--- src/design/frame_pkg.sv ---
package frame_pkg;

    // Colour widths per channel
    localparam int colour_in_w  = 4;    // Game side
    localparam int colour_out_w = 6;    // VGA side
    localparam int num_chan     = 3;    // R, G, B

    // Game joystick: 4 directions and 6 buttons
    localparam int joy_w = 10;

    // Controller word from the board, all bits active high
    localparam int ctrl_w      = 16;
    localparam int coin_bit    = 10;
    localparam int start_bit   = 11;
    localparam int pause_bit   = 12;
    localparam int service_bit = 13;

    // Audio sample width
    localparam int snd_w = 16;

    // Reset stretch in clk_sys cycles
    localparam int rst_stretch = 16;
    localparam int rst_cnt_w   = $clog2(rst_stretch + 1);

endpackage

--- src/design/board_reset.sv ---
`timescale 1ns/10ps

module board_reset import frame_pkg::*; (
    input  logic clk_sys,
    input  logic rst_n,
    input  logic downloading,
    input  logic dip_flip,
    input  logic rst_req,
    output logic rst,
    output logic game_rst
);

logic [rst_cnt_w-1:0] rst_cnt;      // Board reset stretch
logic [rst_cnt_w-1:0] game_cnt;     // Game reset stretch
logic                 dip_last;
logic                 dl_last;
logic                 rst_busy;
logic                 game_evt;

assign rst_busy = rst_cnt != '0;

// Any DIP flip change, reset request or end of ROM download
assign game_evt = (dip_flip != dip_last) || rst_req || (dl_last && !downloading);

always_ff @(posedge clk_sys) begin
    dip_last <= dip_flip;
    dl_last  <= downloading;
end

always_ff @(posedge clk_sys) begin
    if (!rst_n) begin
        rst_cnt  <= rst_cnt_w'(rst_stretch);
        game_cnt <= '0;
        rst      <= 1'b1;
        game_rst <= 1'b1;
    end else begin
        if (rst_busy) begin
            rst_cnt <= rst_cnt - 1'b1;
        end
        if (game_evt) begin
            game_cnt <= rst_cnt_w'(rst_stretch - 1);    // This edge counts as the first
        end else if (game_cnt != '0) begin
            game_cnt <= game_cnt - 1'b1;
        end
        rst      <= rst_busy;
        game_rst <= rst_busy || downloading || game_evt || game_cnt != '0;
    end
end

// The game never runs while the board is held in reset
a_game_in_rst: assert property (@(posedge clk_sys) rst |-> game_rst)
    else $error("game_rst low while rst is high");

endmodule

--- src/design/joystick_map.sv ---
`timescale 1ns/10ps

module joystick_map import frame_pkg::*; #(
    parameter bit THREE_BUTTONS           = 1'b0,
    parameter bit GAME_INPUTS_ACTIVE_HIGH = 1'b0
) (
    input  logic              clk_sys,
    input  logic              rst_n,
    input  logic              game_rst,
    input  logic [ctrl_w-1:0] joystick1,
    input  logic [ctrl_w-1:0] joystick2,
    output logic [joy_w-1:0]  game_joystick1,
    output logic [joy_w-1:0]  game_joystick2,
    output logic [1:0]        game_coin,
    output logic [1:0]        game_start,
    output logic              game_service,
    output logic              game_pause
);

localparam logic inv = !GAME_INPUTS_ACTIVE_HIGH;   // Invert for active-low games

logic [1:0] pause_now;
logic [1:0] pause_last;
logic       pause_edge;

// Mask unused buttons, then apply game polarity
function automatic logic [joy_w-1:0] map_joy(input logic [ctrl_w-1:0] word);
    logic [joy_w-1:0] bits;
    bits = word[joy_w-1:0];
    if (THREE_BUTTONS) begin
        bits[joy_w-1 -: 3] = '0;    // Buttons 4 to 6
    end
    return bits ^ {joy_w{inv}};
endfunction

assign pause_now  = {joystick2[pause_bit], joystick1[pause_bit]};
assign pause_edge = |(pause_now & ~pause_last);

always_ff @(posedge clk_sys) begin
    pause_last <= pause_now;
end

always_ff @(posedge clk_sys) begin
    if (!rst_n || game_rst) begin
        game_joystick1 <= {joy_w{inv}};
        game_joystick2 <= {joy_w{inv}};
        game_coin      <= {2{inv}};
        game_start     <= {2{inv}};
        game_service   <= inv;
        game_pause     <= 1'b0;     // Always active high
    end else begin
        game_joystick1 <= map_joy(joystick1);
        game_joystick2 <= map_joy(joystick2);
        game_coin      <= {joystick2[coin_bit], joystick1[coin_bit]} ^ {2{inv}};
        game_start     <= {joystick2[start_bit], joystick1[start_bit]} ^ {2{inv}};
        game_service   <= (joystick1[service_bit] | joystick2[service_bit]) ^ inv;
        game_pause     <= game_pause ^ pause_edge;
    end
end

endmodule

--- src/design/snd_pwm_dac.sv ---
`timescale 1ns/10ps

module snd_pwm_dac import frame_pkg::*; #(
    parameter bit SIGNED_SND = 1'b0
) (
    input  logic             clk_sys,
    input  logic             rst_n,
    input  logic [snd_w-1:0] snd,
    output logic             audio
);

logic [snd_w-1:0] snd_r;    // Offset binary sample
logic [snd_w-1:0] acc;
logic [snd_w:0]   acc_sum;

// Signed input moves to offset binary by flipping the sign bit
always_ff @(posedge clk_sys) begin
    snd_r <= SIGNED_SND ? {~snd[snd_w-1], snd[snd_w-2:0]} : snd;
end

assign acc_sum = {1'b0, acc} + {1'b0, snd_r};

always_ff @(posedge clk_sys) begin
    if (!rst_n) begin
        acc   <= '0;
        audio <= 1'b0;
    end else begin
        acc   <= acc_sum[snd_w-1:0];
        audio <= acc_sum[snd_w];    // Carry is the pulse density
    end
end

// A silent sample never produces a pulse
a_silent: assert property (@(posedge clk_sys) disable iff (!rst_n)
    snd_r == '0 |=> !audio)
    else $error("audio pulse on zero sample");

endmodule

--- src/design/video_sync_in.sv ---
`timescale 1ns/10ps

module video_sync_in import frame_pkg::*; (
    input  logic                                   clk_sys,
    input  logic                                   rst_n,
    input  logic                                   pxl_cen,
    input  logic [colour_in_w-1:0]                 game_r,
    input  logic [colour_in_w-1:0]                 game_g,
    input  logic [colour_in_w-1:0]                 game_b,
    input  logic                                   LHBL,
    input  logic                                   LVBL,
    input  logic                                   hs,
    input  logic                                   vs,
    output logic [num_chan-1:0][colour_in_w-1:0]   chan_colour,
    output logic                                   blank,
    output logic                                   sync_hs,
    output logic                                   sync_vs
);

// Channel order matches the loop index: R, G, B
always_ff @(posedge clk_sys) begin
    if (pxl_cen) begin
        chan_colour[0] <= game_r;
        chan_colour[1] <= game_g;
        chan_colour[2] <= game_b;
    end
end

always_ff @(posedge clk_sys) begin
    if (!rst_n) begin
        blank   <= 1'b1;
        sync_hs <= 1'b0;
        sync_vs <= 1'b0;
    end else if (pxl_cen) begin
        blank   <= !(LHBL && LVBL);     // Blank lines are active low
        sync_hs <= hs;
        sync_vs <= vs;
    end
end

endmodule

--- src/design/colour_expand.sv ---
`timescale 1ns/10ps

module colour_expand import frame_pkg::*; (
    input  logic                    clk_sys,
    input  logic                    rst_n,
    input  logic                    pxl_cen,
    input  logic                    blank,
    input  logic                    en_mixing,
    input  logic [colour_in_w-1:0]  colour_in,
    output logic [colour_out_w-1:0] colour_out
);

localparam int ext_w = colour_out_w - colour_in_w;

logic [colour_in_w-1:0]  prev;          // Last captured pixel
logic [colour_out_w-1:0] wide_cur;
logic [colour_out_w-1:0] wide_prev;
logic [colour_out_w:0]   mix_sum;

// Repeat the top bits so full scale maps to full scale
function automatic logic [colour_out_w-1:0] widen(input logic [colour_in_w-1:0] c);
    return {c, c[colour_in_w-1 -: ext_w]};
endfunction

// The feeder updates on the same edge, so this keeps the pixel before
always_ff @(posedge clk_sys) begin
    if (pxl_cen) begin
        prev <= colour_in;
    end
end

assign wide_cur  = widen(colour_in);
assign wide_prev = widen(prev);
assign mix_sum   = {1'b0, wide_cur} + {1'b0, wide_prev};

always_ff @(posedge clk_sys) begin
    if (!rst_n || blank) begin
        colour_out <= '0;
    end else if (en_mixing) begin
        colour_out <= mix_sum[colour_out_w:1];  // Floor of the mean
    end else begin
        colour_out <= wide_cur;
    end
end

a_blank_black: assert property (@(posedge clk_sys) disable iff (!rst_n)
    blank |=> colour_out == '0)
    else $error("colour visible during blanking");

endmodule

--- src/design/vga_out.sv ---
`timescale 1ns/10ps

module vga_out import frame_pkg::*; (
    input  logic                                 clk_sys,
    input  logic                                 rst_n,
    input  logic [num_chan-1:0][colour_out_w-1:0] chan_out,
    input  logic                                 sync_hs,
    input  logic                                 sync_vs,
    output logic [colour_out_w-1:0]              VGA_R,
    output logic [colour_out_w-1:0]              VGA_G,
    output logic [colour_out_w-1:0]              VGA_B,
    output logic                                 VGA_HS,
    output logic                                 VGA_VS
);

logic hs_d;     // Matches the colour_expand stage
logic vs_d;

always_ff @(posedge clk_sys) begin
    if (!rst_n) begin
        hs_d   <= 1'b0;
        vs_d   <= 1'b0;
        VGA_HS <= 1'b0;
        VGA_VS <= 1'b0;
        VGA_R  <= '0;
        VGA_G  <= '0;
        VGA_B  <= '0;
    end else begin
        hs_d   <= sync_hs;
        vs_d   <= sync_vs;
        VGA_HS <= hs_d;
        VGA_VS <= vs_d;
        VGA_R  <= chan_out[0];
        VGA_G  <= chan_out[1];
        VGA_B  <= chan_out[2];
    end
end

endmodule

--- src/design/mist_frame_top.sv ---
`timescale 1ns/10ps

module mist_frame_top import frame_pkg::*; #(
    parameter bit SIGNED_SND              = 1'b0,
    parameter bit THREE_BUTTONS           = 1'b0,
    parameter bit GAME_INPUTS_ACTIVE_HIGH = 1'b0
) (
    input  logic                    clk_sys,
    input  logic                    rst_n,
    input  logic                    pxl_cen,
    // Reset causes
    input  logic                    downloading,
    input  logic                    dip_flip,
    input  logic                    rst_req,
    output logic                    rst,
    output logic                    game_rst,
    // Controls
    input  logic [ctrl_w-1:0]       joystick1,
    input  logic [ctrl_w-1:0]       joystick2,
    output logic [joy_w-1:0]        game_joystick1,
    output logic [joy_w-1:0]        game_joystick2,
    output logic [1:0]              game_coin,
    output logic [1:0]              game_start,
    output logic                    game_service,
    output logic                    game_pause,
    // Sound
    input  logic [snd_w-1:0]        snd,
    output logic                    AUDIO_L,
    output logic                    AUDIO_R,
    // Video
    input  logic                    en_mixing,
    input  logic [colour_in_w-1:0]  game_r,
    input  logic [colour_in_w-1:0]  game_g,
    input  logic [colour_in_w-1:0]  game_b,
    input  logic                    LHBL,
    input  logic                    LVBL,
    input  logic                    hs,
    input  logic                    vs,
    output logic [colour_out_w-1:0] VGA_R,
    output logic [colour_out_w-1:0] VGA_G,
    output logic [colour_out_w-1:0] VGA_B,
    output logic                    VGA_HS,
    output logic                    VGA_VS
);

logic [num_chan-1:0][colour_in_w-1:0]  chan_colour;
logic [num_chan-1:0][colour_out_w-1:0] chan_out;
logic                                  blank;
logic                                  sync_hs;
logic                                  sync_vs;

assign AUDIO_R = AUDIO_L;   // Mono game sound on both sides

board_reset u_reset (
    .clk_sys     ( clk_sys     ),
    .rst_n       ( rst_n       ),
    .downloading ( downloading ),
    .dip_flip    ( dip_flip    ),
    .rst_req     ( rst_req     ),
    .rst         ( rst         ),
    .game_rst    ( game_rst    )
);

joystick_map #(
    .THREE_BUTTONS           ( THREE_BUTTONS           ),
    .GAME_INPUTS_ACTIVE_HIGH ( GAME_INPUTS_ACTIVE_HIGH )
) u_joy (
    .clk_sys        ( clk_sys        ),
    .rst_n          ( rst_n          ),
    .game_rst       ( game_rst       ),
    .joystick1      ( joystick1      ),
    .joystick2      ( joystick2      ),
    .game_joystick1 ( game_joystick1 ),
    .game_joystick2 ( game_joystick2 ),
    .game_coin      ( game_coin      ),
    .game_start     ( game_start     ),
    .game_service   ( game_service   ),
    .game_pause     ( game_pause     )
);

snd_pwm_dac #(.SIGNED_SND(SIGNED_SND)) u_dac (
    .clk_sys ( clk_sys ),
    .rst_n   ( rst_n   ),
    .snd     ( snd     ),
    .audio   ( AUDIO_L )
);

video_sync_in u_sync (
    .clk_sys     ( clk_sys     ),
    .rst_n       ( rst_n       ),
    .pxl_cen     ( pxl_cen     ),
    .game_r      ( game_r      ),
    .game_g      ( game_g      ),
    .game_b      ( game_b      ),
    .LHBL        ( LHBL        ),
    .LVBL        ( LVBL        ),
    .hs          ( hs          ),
    .vs          ( vs          ),
    .chan_colour ( chan_colour ),
    .blank       ( blank       ),
    .sync_hs     ( sync_hs     ),
    .sync_vs     ( sync_vs     )
);

// One widening stage per colour channel
for (genvar i = 0; i < num_chan; i++) begin : g_chan
    colour_expand u_exp (
        .clk_sys    ( clk_sys        ),
        .rst_n      ( rst_n          ),
        .pxl_cen    ( pxl_cen        ),
        .blank      ( blank          ),
        .en_mixing  ( en_mixing      ),
        .colour_in  ( chan_colour[i] ),
        .colour_out ( chan_out[i]    )
    );
end

vga_out u_vga (
    .clk_sys  ( clk_sys  ),
    .rst_n    ( rst_n    ),
    .chan_out ( chan_out ),
    .sync_hs  ( sync_hs  ),
    .sync_vs  ( sync_vs  ),
    .VGA_R    ( VGA_R    ),
    .VGA_G    ( VGA_G    ),
    .VGA_B    ( VGA_B    ),
    .VGA_HS   ( VGA_HS   ),
    .VGA_VS   ( VGA_VS   )
);

endmodule

--- config.mk ---
export PLATFORM = sky130hd
export DESIGN_NAME = mist_frame_top
export DESIGN_NICKNAME = d
export VERILOG_FILES = /design/src/design/frame_pkg.sv /design/src/design/board_reset.sv /design/src/design/joystick_map.sv /design/src/design/snd_pwm_dac.sv /design/src/design/video_sync_in.sv /design/src/design/colour_expand.sv /design/src/design/vga_out.sv /design/src/design/mist_frame_top.sv
export SDC_FILE = /design/constraint.sdc
export NUM_CORES = 1
export LEC_CHECK = 0
export BUFFER_PORTS_ARGS = -buffer_cell sky130_fd_sc_hd__buf_4
export CAP_MARGIN = 20
export CORE_MARGIN = 5
export CORE_UTILIZATION = 40
export DETAILED_ROUTE_END_ITERATION = 16
export SLEW_MARGIN = 20
export SYNTH_ARGS = -nofsm -noshare
export SYNTH_HDL_FRONTEND = slang
export SYNTH_SLANG_ARGS = --single-unit
export TNS_END_PERCENT = 1
--- constraint.sdc ---
create_clock -name clk_sys -period 2.14 [get_ports clk_sys]
set_clock_uncertainty 0.05 [all_clocks]
set_input_delay 0.642 -clock clk_sys [delete_from_list [all_inputs] [get_ports clk_sys]]
set_output_delay 0.642 -clock clk_sys [all_outputs]
set_load 0.02 [all_outputs]
# ---- Yosys cells after proc, flatten, opt, wreduce, memory -nomap -nowiden
# Index checks and enable logic that the tools add are counted.
dict set report totals {
  out_inout_bits 50
  input_bits 71
  regBits 142
}
dict set report op_classes {
  n_reduce_logical 17
  add_sub_neg 6
  n_eq_ne 1
  bitwise 10
  mux 5
}
# operator count
set op_table {}
lappend op_table {{6-bit by 6-bit adder with 7-bit output} 3}
lappend op_table {{10-bit inverter} 2}
lappend op_table {{6-bit 2-to-1 mux} 3}
lappend op_table {{16-bit by 16-bit adder with 17-bit output} 1}
lappend op_table {{5-bit nonzero test} 2}
lappend op_table {{5-bit by 1-bit subtractor with 5-bit output, second input constant} 2}
lappend op_table {{4-bit 2-to-1 mux} 2}
lappend op_table {{1-bit logical OR} 7}
lappend op_table {{2-bit inverter} 3}
lappend op_table {{2-bit OR reduction} 2}
lappend op_table {{1-bit logical NOT} 3}
lappend op_table {{2-bit bitwise AND} 1}
lappend op_table {{1-bit logical AND} 2}
lappend op_table {{1-bit inverter} 2}
lappend op_table {{2-bit nonzero test} 1}
lappend op_table {{1-bit inequality test} 1}
lappend op_table {{1-bit OR} 1}
lappend op_table {{1-bit bitwise XOR} 1}

# ---- Logic depth before layout (Yosys ltp)
# Gate-level depths: netlist of the first run.
dict set report depth {
  depth_word 5
  ltp_mapped 7
}

# ---- Modules after synthesis
# Synthesis of the first run repeated with hierarchy kept, for this count alone.
dict set report hier_totals {
  cells_unflattened 516
  hier_area_um2 5688.0
}
# module area_per_inst_um2 n_inst seq_area_each_um2 cells_each
set modules_own_cells {}
lappend modules_own_cells {colour_expand 543.0 3 240.2 51}
lappend modules_own_cells {snd_pwm_dac 1610.3 1 660.6 170}
lappend modules_own_cells {joystick_map 737.0 1 560.5 63}
lappend modules_own_cells {vga_out 620.6 1 440.4 46}
lappend modules_own_cells {board_reset 614.3 1 280.3 61}
lappend modules_own_cells {video_sync_in 469.2 1 420.4 22}
lappend modules_own_cells {mist_frame_top 7.5 1 0.0 1}

# ---- Worst setup path before layout of the first run
# OpenSTA, ideal clock, no wires.
dict set report synth_timing {
  path_kind {reg2reg}
  startpoint {reg u_dac.acc[0]}
  endpoint {reg u_dac.acc[12]}
  setup_slack_ps 200
  arrival_time_ps 1819
  stages_incl_launch_ff 8
  period_less_slack_ps 1940
  setup_time_ps 72
  path_cell_list {dfxtp_1 ha_1 fa_1 a21o_1 a31o_4 and2_4 a31oi_4 mux2i_1}
}
dict set report synth_between {
  elab_chain_cells 1
}
# element line_no
set synth_lines {}
lappend synth_lines {{start, declared} snd_pwm_dac.sv:13} ;# logic [snd_w-1:0] acc;
lappend synth_lines {{start signal, assigned} snd_pwm_dac.sv:28} ;# acc <= acc_sum[snd_w-1:0];
lappend synth_lines {{16-bit by 16-bit adder with 17-bit output} snd_pwm_dac.sv:21} ;# assign acc_sum = {1'b0, acc} + {1'b0, snd_r};
# Every way passes these cells.
# A chain may end at the register's enable or synchronous reset.

# ---- Worst setup path after layout of the first run
# Same ends and word-level chain as after synthesis.

==> results.cfg, run 1 <==
[status]
status = completed

[floorplanning]
io_pins = 121
coreArea_mm2 = 0.0133
die_x_um = 126
die_y_um = 126
placementRows = 42
initial_utilization_pct = 40.8
die_area_mm2 = 0.0160

[setup_path]
worstPathArrival_ns = 2.31
critPathMaxStageDelay_ns = 0.37
critPathBufInv = 0
critPathMaxFanout = 4
cp_cell_sequence = ha_1 > fa_2 > a21o_1 > a31o_4 > and2_4 > a31oi_4 > mux2i_1
endpoint_kind = register
crit_family = compound AO/OA/AOI/OAI gates
startpoint_type = register
required_ns = 2.43
crit_type = reg -> reg
slowest_stage = fa_2

[power_and_ir_drop]
p_sw_share_pct = 25.7
combinationalPowerShare_pct = 21.2
p_leak_nw = 3.20
p_seq_share_pct = 37.9
power.switching_w = 0.00209
clkPwrFrac_pct = 40.8
intPower_w = 0.00606
power.density_mw_per_mm2 = 1130
vdd_ir_drop_max_uv = 627

[drt]
antenna_left = 0
wl_per_cell_um = 13.0
drt-vias-per-instance = 4.67
drtIter0Drc = 160
wirelength_um = 10400
via_count = 3724
firstDrtPassIters = 4
drc = 0

[sta]
rsz0062_at_grt = false
relSlewSlack_pct = 61.8
timing.fmax_ghz = 0.495
hold_viol_final = 0
fin_hold_ws_ns = 0.275
fin_ws_ns = 0.121
setup_violations = 0
tns_ns = 0
final.period_utilization_pct = 94.3
fin_crit_ns = 2.02
drv_slew = 0
worstMarginPinSlew_ns = 0.569

[logic_synthesis]
async_flop_share_pct = 0
yosysSeqAreaShare_pct = 56.8
synth_seq_cells = 142
postSynthAreaPerCell_um2 = 11.2
yosysWarnings = 0
synth_flop_cell = dfxtp_1
syn-instance-count = 484
yosysUniqueCellTypes = 56
syn_area_mm2 = 0.00543
synth_nets = 590
synth-edff-count = 24

[clock_network]
cts_tree = built
clock_sinks = 142
postCtsSetupRepairBufs = 0
clk_path_buf_depth = 2
cts-buffers-inserted = 17
cts_hold_buf = 0
cts_root_buf = clkbuf_16
cts_max_level = 4
path_clk_slew_ns = 0.06
clock_latency_ns = 0.41

[finish]
post-route-cell-area_mm2 = 0.00719
fillers = 1174
syn2layout_area_growth_pct = 32.5
instances_no_fill = 798
diodes = 0
multi_input_area_mm2 = 0.00221
drive_gt1_share_pct = 26.5
nNetsFinal = 715
seqCellArea_mm2 = 0.00308

[grt]
grt_max_degree = 29
grt_util_all_layers_pct = 13.4
grt_pass1_vias = 3704
grt-ovfl-total = 0
antenna_found_initial = 0
grt_pass1_wl_um = 17000

[placement]
gp_congestion = 0.884
place_area_mm2 = 0.00649
numPlacedInstances = 766
io_buffers = 116
dp_slack_ns = 0.0864
dp.final_hpwl_um = 7590

[min_path]
hold_path.class = in -> reg

[flow_run]
cap_viol_max_count = 0
metrics by stage:
step	power (W)	utilization [%]
5_1_grt	0.00861	54.1
3_3_place_gp	0.00483	48.9
3_5_place_dp	0.00487	48.9
4_1_cts	0.00825	54.1
6_report	0.00815	54.1
2_1_floorplan	0.00449	-
logic make-up (layout without fill, tap and decap cells):
family	Yosys count	in the layout	synth area share, %
AOI/OAI and AO/OA	86	86	11.0
xor gates and xnor gates	21	21	3.39
adders and majority gates	35	35	8.62
buffers and inverters	33	171	2.56
DFF	142	142	56.8
muxes	18	18	3.34
and+or+nand+nor	149	149	14.3
worst paths after layout:
path / start / slack [ns] / endpoint / depth (start not counted)
max: u_dac.acc[0]$_SDFF_PN0_ / 0.12 / u_dac.acc[12]$_SDFF_PN0_ / 7
min: snd[0] / 0.27 / u_dac.snd_r[0]$_DFF_P_ / 1
max reg2reg: u_dac.acc[0]$_SDFF_PN0_ / 0.12 / u_dac.acc[12]$_SDFF_PN0_ / 7
min reg2reg: g_chan[0].u_exp.colour_out[3]$_SDFF_PP0_ / 0.38 / u_vga.VGA_R[3]$_SDFF_PN0_ / 1
placed cells by master (no fill, tap or decap), types with 16 or more instances in the layout:
cell and instances:
nand2_1 49, edfxtp_1 24, a21o_1 16, ha_1 31
clkbuf_16 21, a21oi_1 26, dfxtp_1 118, mux2i_1 17
buf_4 124, and2_1 33
layout make-up:
type | instances | area share (%)
clock inverters | 10 | 2.30
multi-input cells | 309 | 30.7
repair buffers | 124 | 12.9
well taps | 176 | 3.06
inverters | 15 | 0.783
flip-flops and latches | 142 | 42.9
clock buffers | 22 | 7.36
worst reg2reg max path: stages, from the launching register on:
cell	delay (ns)
dfxtp_1	0.30
ha_1	0.22
fa_2	0.37
a21o_1	0.20
a31o_4	0.26
and2_4	0.15
a31oi_4	0.20
mux2i_1	0.19
power by group through the flow:
| stage | Combinational, W | Sequential, W | Clock [W] |
|---|---|---|---|
| after floorplan | 0.00136 | 0.00314 | 0 |
| after global placement | 0.00169 | 0.00314 | 0 |
| after detailed placement | 0.00172 | 0.00315 | 0 |
| after CTS | 0.00173 | 0.00310 | 0.00342 |
| after global routing | 0.00194 | 0.00312 | 0.00355 |
| final | 0.00173 | 0.00309 | 0.00333 |
state kept, by name (all words and copies together), names as in the netlist, 2 cells and up:
signal	flops
u_sync.chan_colour	12
u_vga.VGA_G	6
u_joy.game_start	2
u_joy.game_joystick2	10
u_reset.game_cnt	5
u_dac.acc	16
g_chan.u_exp.colour_out	18
g_chan.u_exp.prev	12
u_joy.game_joystick1	10
u_vga.VGA_R	6
u_vga.VGA_B	6
u_joy.pause_last	2
u_joy.game_coin	2
u_reset.rst_cnt	5
u_dac.snd_r	16
cells in the mapped netlist, drive strengths merged (2+ instances only):
cell / count / area [um2]
xor2: 6 / 52.6
fa: 4 / 80.1
nand2b: 7 / 43.8
o21bai: 2 / 15.0
buf: 5 / 32.5
a22oi: 2 / 15.0
a31oi: 9 / 77.6
o31ai: 3 / 22.5
nand3: 12 / 60.1
and4: 2 / 17.5
nor2: 14 / 55.1
xnor2: 15 / 131
edfxtp: 24 / 721
mux2i: 17 / 170
nand2: 49 / 184
nor2b: 10 / 62.6
o21ai: 9 / 45.0
and2: 34 / 215
o21a: 2 / 15.0
nor3b: 4 / 30.0
a21oi: 26 / 130
nor3: 7 / 35.0
dfxtp: 118 / 2360
clkbuf: 13 / 50.0
nand3b: 3 / 22.5
a311oi: 2 / 17.5
a21boi: 5 / 37.5
inv: 15 / 56.3
ha: 31 / 388
o22ai: 2 / 12.5
a21o: 16 / 120
layer usage:
layer | GRT usage, % | vias up | share of wire (%)
met5 | 0 | - | 0
met2 | 22.8 | 71 | 52
met1 | 14.5 | 1714 | 41
met3 | 5.63 | 16 | 5.0
met4 | 5.80 | 0 | 2.0
li1 | - | 1923 | -
timing repair:
item	4_1_cts	5_1_grt
setup endpoints to repair	0	2
endpoints found under the hold margin	0	0
resized for setup	0	1
Note: power is estimated with default switching activity, not from simulation.
==> run 2, diff against run 1 <==
ABC_CLOCK_PERIOD_IN_PS = 2140   (was default)
CORE_MARGIN = default   (was 5)
CTS_BUF_LIST = sky130_fd_sc_hd__clkbuf_16   (was default)
==> results.cfg, run 2 (synthesis results as in run 1) <==
[status]
status = completed

[clock_network]
cts_tree = built
clk_path_buf_depth = 2
cts_hold_buf = 0
clock_sinks = 142
cts.repair.resized = 0
cts-buffers-inserted = 17
clock_latency_ns = 0.41
cts_max_level = 4
path_clk_slew_ns = 0.06
cts_root_buf = clkbuf_16
postCtsSetupRepairBufs = 0

[setup_path]
crit_type = reg -> reg
startpoint_type = register
reg2reg_slack_ns = 0.1
crit_start = u_dac.acc[0]$_SDFF_PN0_
r2r_start = u_dac.acc[0]$_SDFF_PN0_
critPathMaxFanout = 4
required_ns = 2.43
r2r-end = u_dac.acc[12]$_SDFF_PN0_
worstPathArrival_ns = 2.34
r2r_cells = 7
endpoint_kind = register

[floorplanning]
initial_utilization_pct = 41.0
die_area_mm2 = 0.0140
io_pins = 121
placementRows = 42
coreArea_mm2 = 0.0132
die_x_um = 118
die_y_um = 118

[placement]
gp_congestion = 0.818
io_buffers = 116
dp.final_hpwl_um = 7370

[finish]
diodes = 0
nNetsFinal = 714
syn2layout_area_growth_pct = 30.8
regMostFlops = g_chan.u_exp.colour_out
utilization_pct = 53.6
drive_gt1_share_pct = 26.6
reg_top3 = g_chan.u_exp.colour_out: 18 flops, u_dac.acc: 16 flops, u_dac.snd_r: 16 flops
final_cell_mix = buf_4, dfxtp_1, nand2_1
largest_reg_flops = 18
final_common_cell = buf_4

[sta]
rsz0062_at_grt = false
hold_viol_final = 0
timing.fmax_ghz = 0.490
tns_ns = 0
fin_hold_ws_ns = 0.275
relSlewSlack_pct = 62.6
final.period_utilization_pct = 95.4
worstMarginPinSlew_ns = 0.557
fin_crit_ns = 2.04
setup_violations = 0
drv_slew = 0

[power_and_ir_drop]
total_power_w = 0.00780
p_leak_nw = 3.15
power.density_mw_per_mm2 = 1100
vdd_ir_drop_max_uv = 687

[drt]
wl_per_cell_um = 12.9
antenna_left = 0
drc = 0
wirelength_um = 10300
drt-vias-per-instance = 4.61
via_count = 3674
drtIter0Drc = 185
firstDrtPassIters = 4

[min_path]
min-delay-start = snd[3]
holdPathStages = 1
hold_path.class = in -> reg
hold_end = u_dac.snd_r[3]$_DFF_P_

[grt]
grt_max_degree = 29
grt_pass1_wl_um = 16900
antenna_found_initial = 0
grt-ovfl-total = 0
grt_pass1_vias = 3659
grt_util_all_layers_pct = 15.6

[flow_run]
cap_viol_max_count = 0
-- run 2: cell count changes in the layout (fill, tap and decap cells not counted), sizes merged --
cell / change
clkinvlp: +1
bufinv: -2
inv: +3
clkinv: +2
clkbuf: -4
buf: -1
-- run 2: how the worst max path moves through the flow --
stage,end,cells past startpoint
finish,u_dac.acc[12]$_SDFF_PN0_,7
global route,u_dac.acc[12]$_SDFF_PN0_,7
CTS,u_dac.acc[12]$_SDFF_PN0_,7
detailed placement,u_dac.acc[12]$_SDFF_PN0_,7
global placement,u_dac.acc[12]$_SDFF_PN0_,7
floorplan,u_dac.acc[12]$_SDFF_PN0_,7
-- run 2: layer usage --
| layer | GRT usage, % | part of all wire [%] | vias up |
|---|---|---|---|
| met1 | 17.4 | 43 | 1692 |
| met5 | 0 | 0 | - |
| met4 | 7.83 | 1.5 | 0 |
| li1 | - | - | 1917 |
| met2 | 26.7 | 52 | 56 |
| met3 | 4.78 | 3.7 | 9 |
-- run 2: layout make-up --
class / instances / area, um2
Clock buffer: 18 / 450
Multi-Input combinational cell: 309 / 2210
Inverter: 15 / 56.3
Tap cell: 176 / 220
Timing Repair Buffer: 123 / 923
Sequential cell: 142 / 3080
Fill cell: 1187 / 6150
Clock inverter: 14 / 155
-- run 2: critical path, stage by stage, from the launching register on --
cell and delay (ns):
dfxtp_1 0.30, ha_1 0.22, fa_2 0.37, a21o_1 0.21
a31o_4 0.27, and2_4 0.15, a31oi_4 0.20, mux2i_1 0.21
-- run 2: report_power, final --
part | total, W | internal (W) | leakage [nW] | switching, W
combinational | 0.00175 | 0.000845 | 1.66 | 0.000901
clock | 0.00297 | 0.00180 | 0.295 | 0.00116
sequential | 0.00309 | 0.00298 | 1.20 | 0.000114
total | 0.00780 | 0.00563 | 3.15 | 0.00218
-- run 2: metrics by stage --
step           cell area [um2]  cells  setup WS [ns]
6_report                  7100    797         0.0982
4_1_cts                   7090    797         0.0430
2_1_floorplan             5430    484          0.200
3_3_place_gp              6490    765          0.102
3_5_place_dp              6490    765         0.0722
5_1_grt                   7100    797        0.00709
==> run 3, diff against run 2 <==
GPL_TIMING_DRIVEN = 0   (was default)
==> results.cfg, run 3 (synthesis results as in run 1) <==
[sta]
fin_ws_ns = 0.0897
relSlewSlack_pct = 59.6
tns_ns = 0
worstMarginPinSlew_ns = 0.606
fin_hold_ws_ns = 0.272
final.period_utilization_pct = 95.8
rsz0062_at_grt = false
fin_crit_ns = 2.05
hold_viol_final = 0
timing.fmax_ghz = 0.488
setup_violations = 0
drv_slew = 0

[min_path]
hold_path.class = in -> reg
holdPathStages = 1

[power_and_ir_drop]
clkPwrFrac_pct = 37.2
intPower_w = 0.00555
combinationalPowerShare_pct = 22.9
p_sw_share_pct = 28.4
p_seq_share_pct = 40.0
total_power_w = 0.00775
power.density_mw_per_mm2 = 1090
p_leak_nw = 3.16
power.switching_w = 0.00220
vdd_ir_drop_max_uv = 596

[setup_path]
startpoint_type = register
critPathMaxFanout = 4
endpoint_kind = register
cp_cell_sequence = ha_1 > fa_2 > a21o_1 > a31o_4 > and2_4 > a31oi_4 > mux2i_1
worstPathArrival_ns = 2.34
required_ns = 2.43
reg2reg_slack_ns = 0.09
r2r_cells = 7
critPathMaxStageDelay_ns = 0.36
slowest_stage = fa_2
crit_type = reg -> reg

[finish]
fillers = 1187
reg_top3 = g_chan.u_exp.colour_out: 18 flops, u_dac.acc: 16 flops, u_dac.snd_r: 16 flops
regMostFlops = g_chan.u_exp.colour_out
instances_no_fill = 807
drive_gt1_share_pct = 25.5
syn2layout_area_growth_pct = 31.0
final_cell_mix = dfxtp_1, buf_4, nand2_1
nNetsFinal = 724
diodes = 0
largest_reg_flops = 18
final_common_cell = dfxtp_1

[drt]
wirelength_um = 10900
wl_per_cell_um = 13.4
firstDrtPassIters = 5
drt-vias-per-instance = 4.74
via_count = 3823
drc = 0
drtIter0Drc = 164
antenna_left = 0

[floorplanning]
initial_utilization_pct = 41.0
die_x_um = 118
die_y_um = 118
coreArea_mm2 = 0.0132
io_pins = 121
die_area_mm2 = 0.0140
placementRows = 42

[flow_run]
cap_viol_max_count = 0

[placement]
dp.final_hpwl_um = 7820
dp_slack_ns = 0.0748
numPlacedInstances = 775
io_buffers = 115
gp_congestion = 0.890

[status]
status = completed

[grt]
grt-ovfl-total = 0
antenna_found_initial = 0
grt_pass1_vias = 3825
grt_max_degree = 29
grt_util_all_layers_pct = 16.3
grt_pass1_wl_um = 17600

[clock_network]
cts_max_level = 4
clock_sinks = 142
clock_latency_ns = 0.42
cts_tree = built
cts-buffers-inserted = 17
path_clk_slew_ns = 0.06
clk_path_buf_depth = 2
cts_root_buf = clkbuf_16
## run 3: cell types whose count changed in the layout (fill, tap and decap cells not counted), moves of 2 or more
cell / before / now
clkbuf_16: 18 / 20
buf_2: 0 / 2
clkbuf_1: 0 / 12
bufinv_16: 2 / 0
buf_4: 123 / 116
## run 3: what timing repair did
action / in CTS / in global routing
setup buffers: 0 / 0
hold buffers: 0 / 0
setup endpoints to repair: 0 / 1
resized for setup: 0 / 1
## run 3: path summary, 6_finish.rpt
| path | end | startpoint |
|---|---|---|
| min | u_dac.snd_r[0]$_DFF_P_ | snd[0] |
| max reg2reg | u_dac.acc[12]$_SDFF_PN0_ | u_dac.acc[0]$_SDFF_PN0_ |
| min reg2reg | u_vga.VGA_G[0]$_SDFF_PN0_ | g_chan[1].u_exp.colour_out[0]$_SDFF_PP0_ |
| max | u_dac.acc[12]$_SDFF_PN0_ | u_dac.acc[0]$_SDFF_PN0_ |
## run 3: power by group through the flow
stage	registers [W]	logic [W]	clock network, W
6_report	0.00310	0.00177	0.00288
5_1_grt	0.00312	0.00198	0.00308
4_1_cts	0.00310	0.00177	0.00297
3_5_place_dp	0.00315	0.00175	0
3_3_place_gp	0.00314	0.00172	0
2_1_floorplan	0.00314	0.00136	0
## run 3: cell type report
cell class	count	area (um2)	area share (%)
plain buffers	18	82.6	1.16
clock buffers	20	500	7.04
clock inverters	12	97.6	1.37
inverters	15	56.3	0.792
multi-input cells	309	2210	31.0
flip-flops and latches	142	3080	43.4
well taps	176	220	3.10
repair buffers	115	863	12.1
## run 3: critical path: cells and delay by family (launching register included)
family	cells	cell delay, ns
compound gates	3	0.69
fa+ha+maj	2	0.58
flops	1	0.30
mux	1	0.20
simple gates	1	0.15
## run 3: routing by layer
| metal | global-route usage [%] | up-vias | routed length (um) |
|---|---|---|---|
| li1 | - | 1936 | - |
| met1 | 18.1 | 1785 | 4650 |
| met2 | 28.6 | 88 | 5580 |
| met3 | 5.16 | 14 | 461 |
| met4 | 7.04 | 0 | 159 |
| met5 | 0 | - | 0 |
## run 3: metrics by stage
| step | instance area [um2] | utilization, % |
|---|---|---|
| 6_report | 7110 | 53.7 |
| 5_1_grt | 7110 | 53.7 |
| 4_1_cts | 7110 | 53.7 |
| 3_5_place_dp | 6510 | 49.2 |
| 3_3_place_gp | 6510 | 49.2 |
| 2_1_floorplan | 5430 | - |
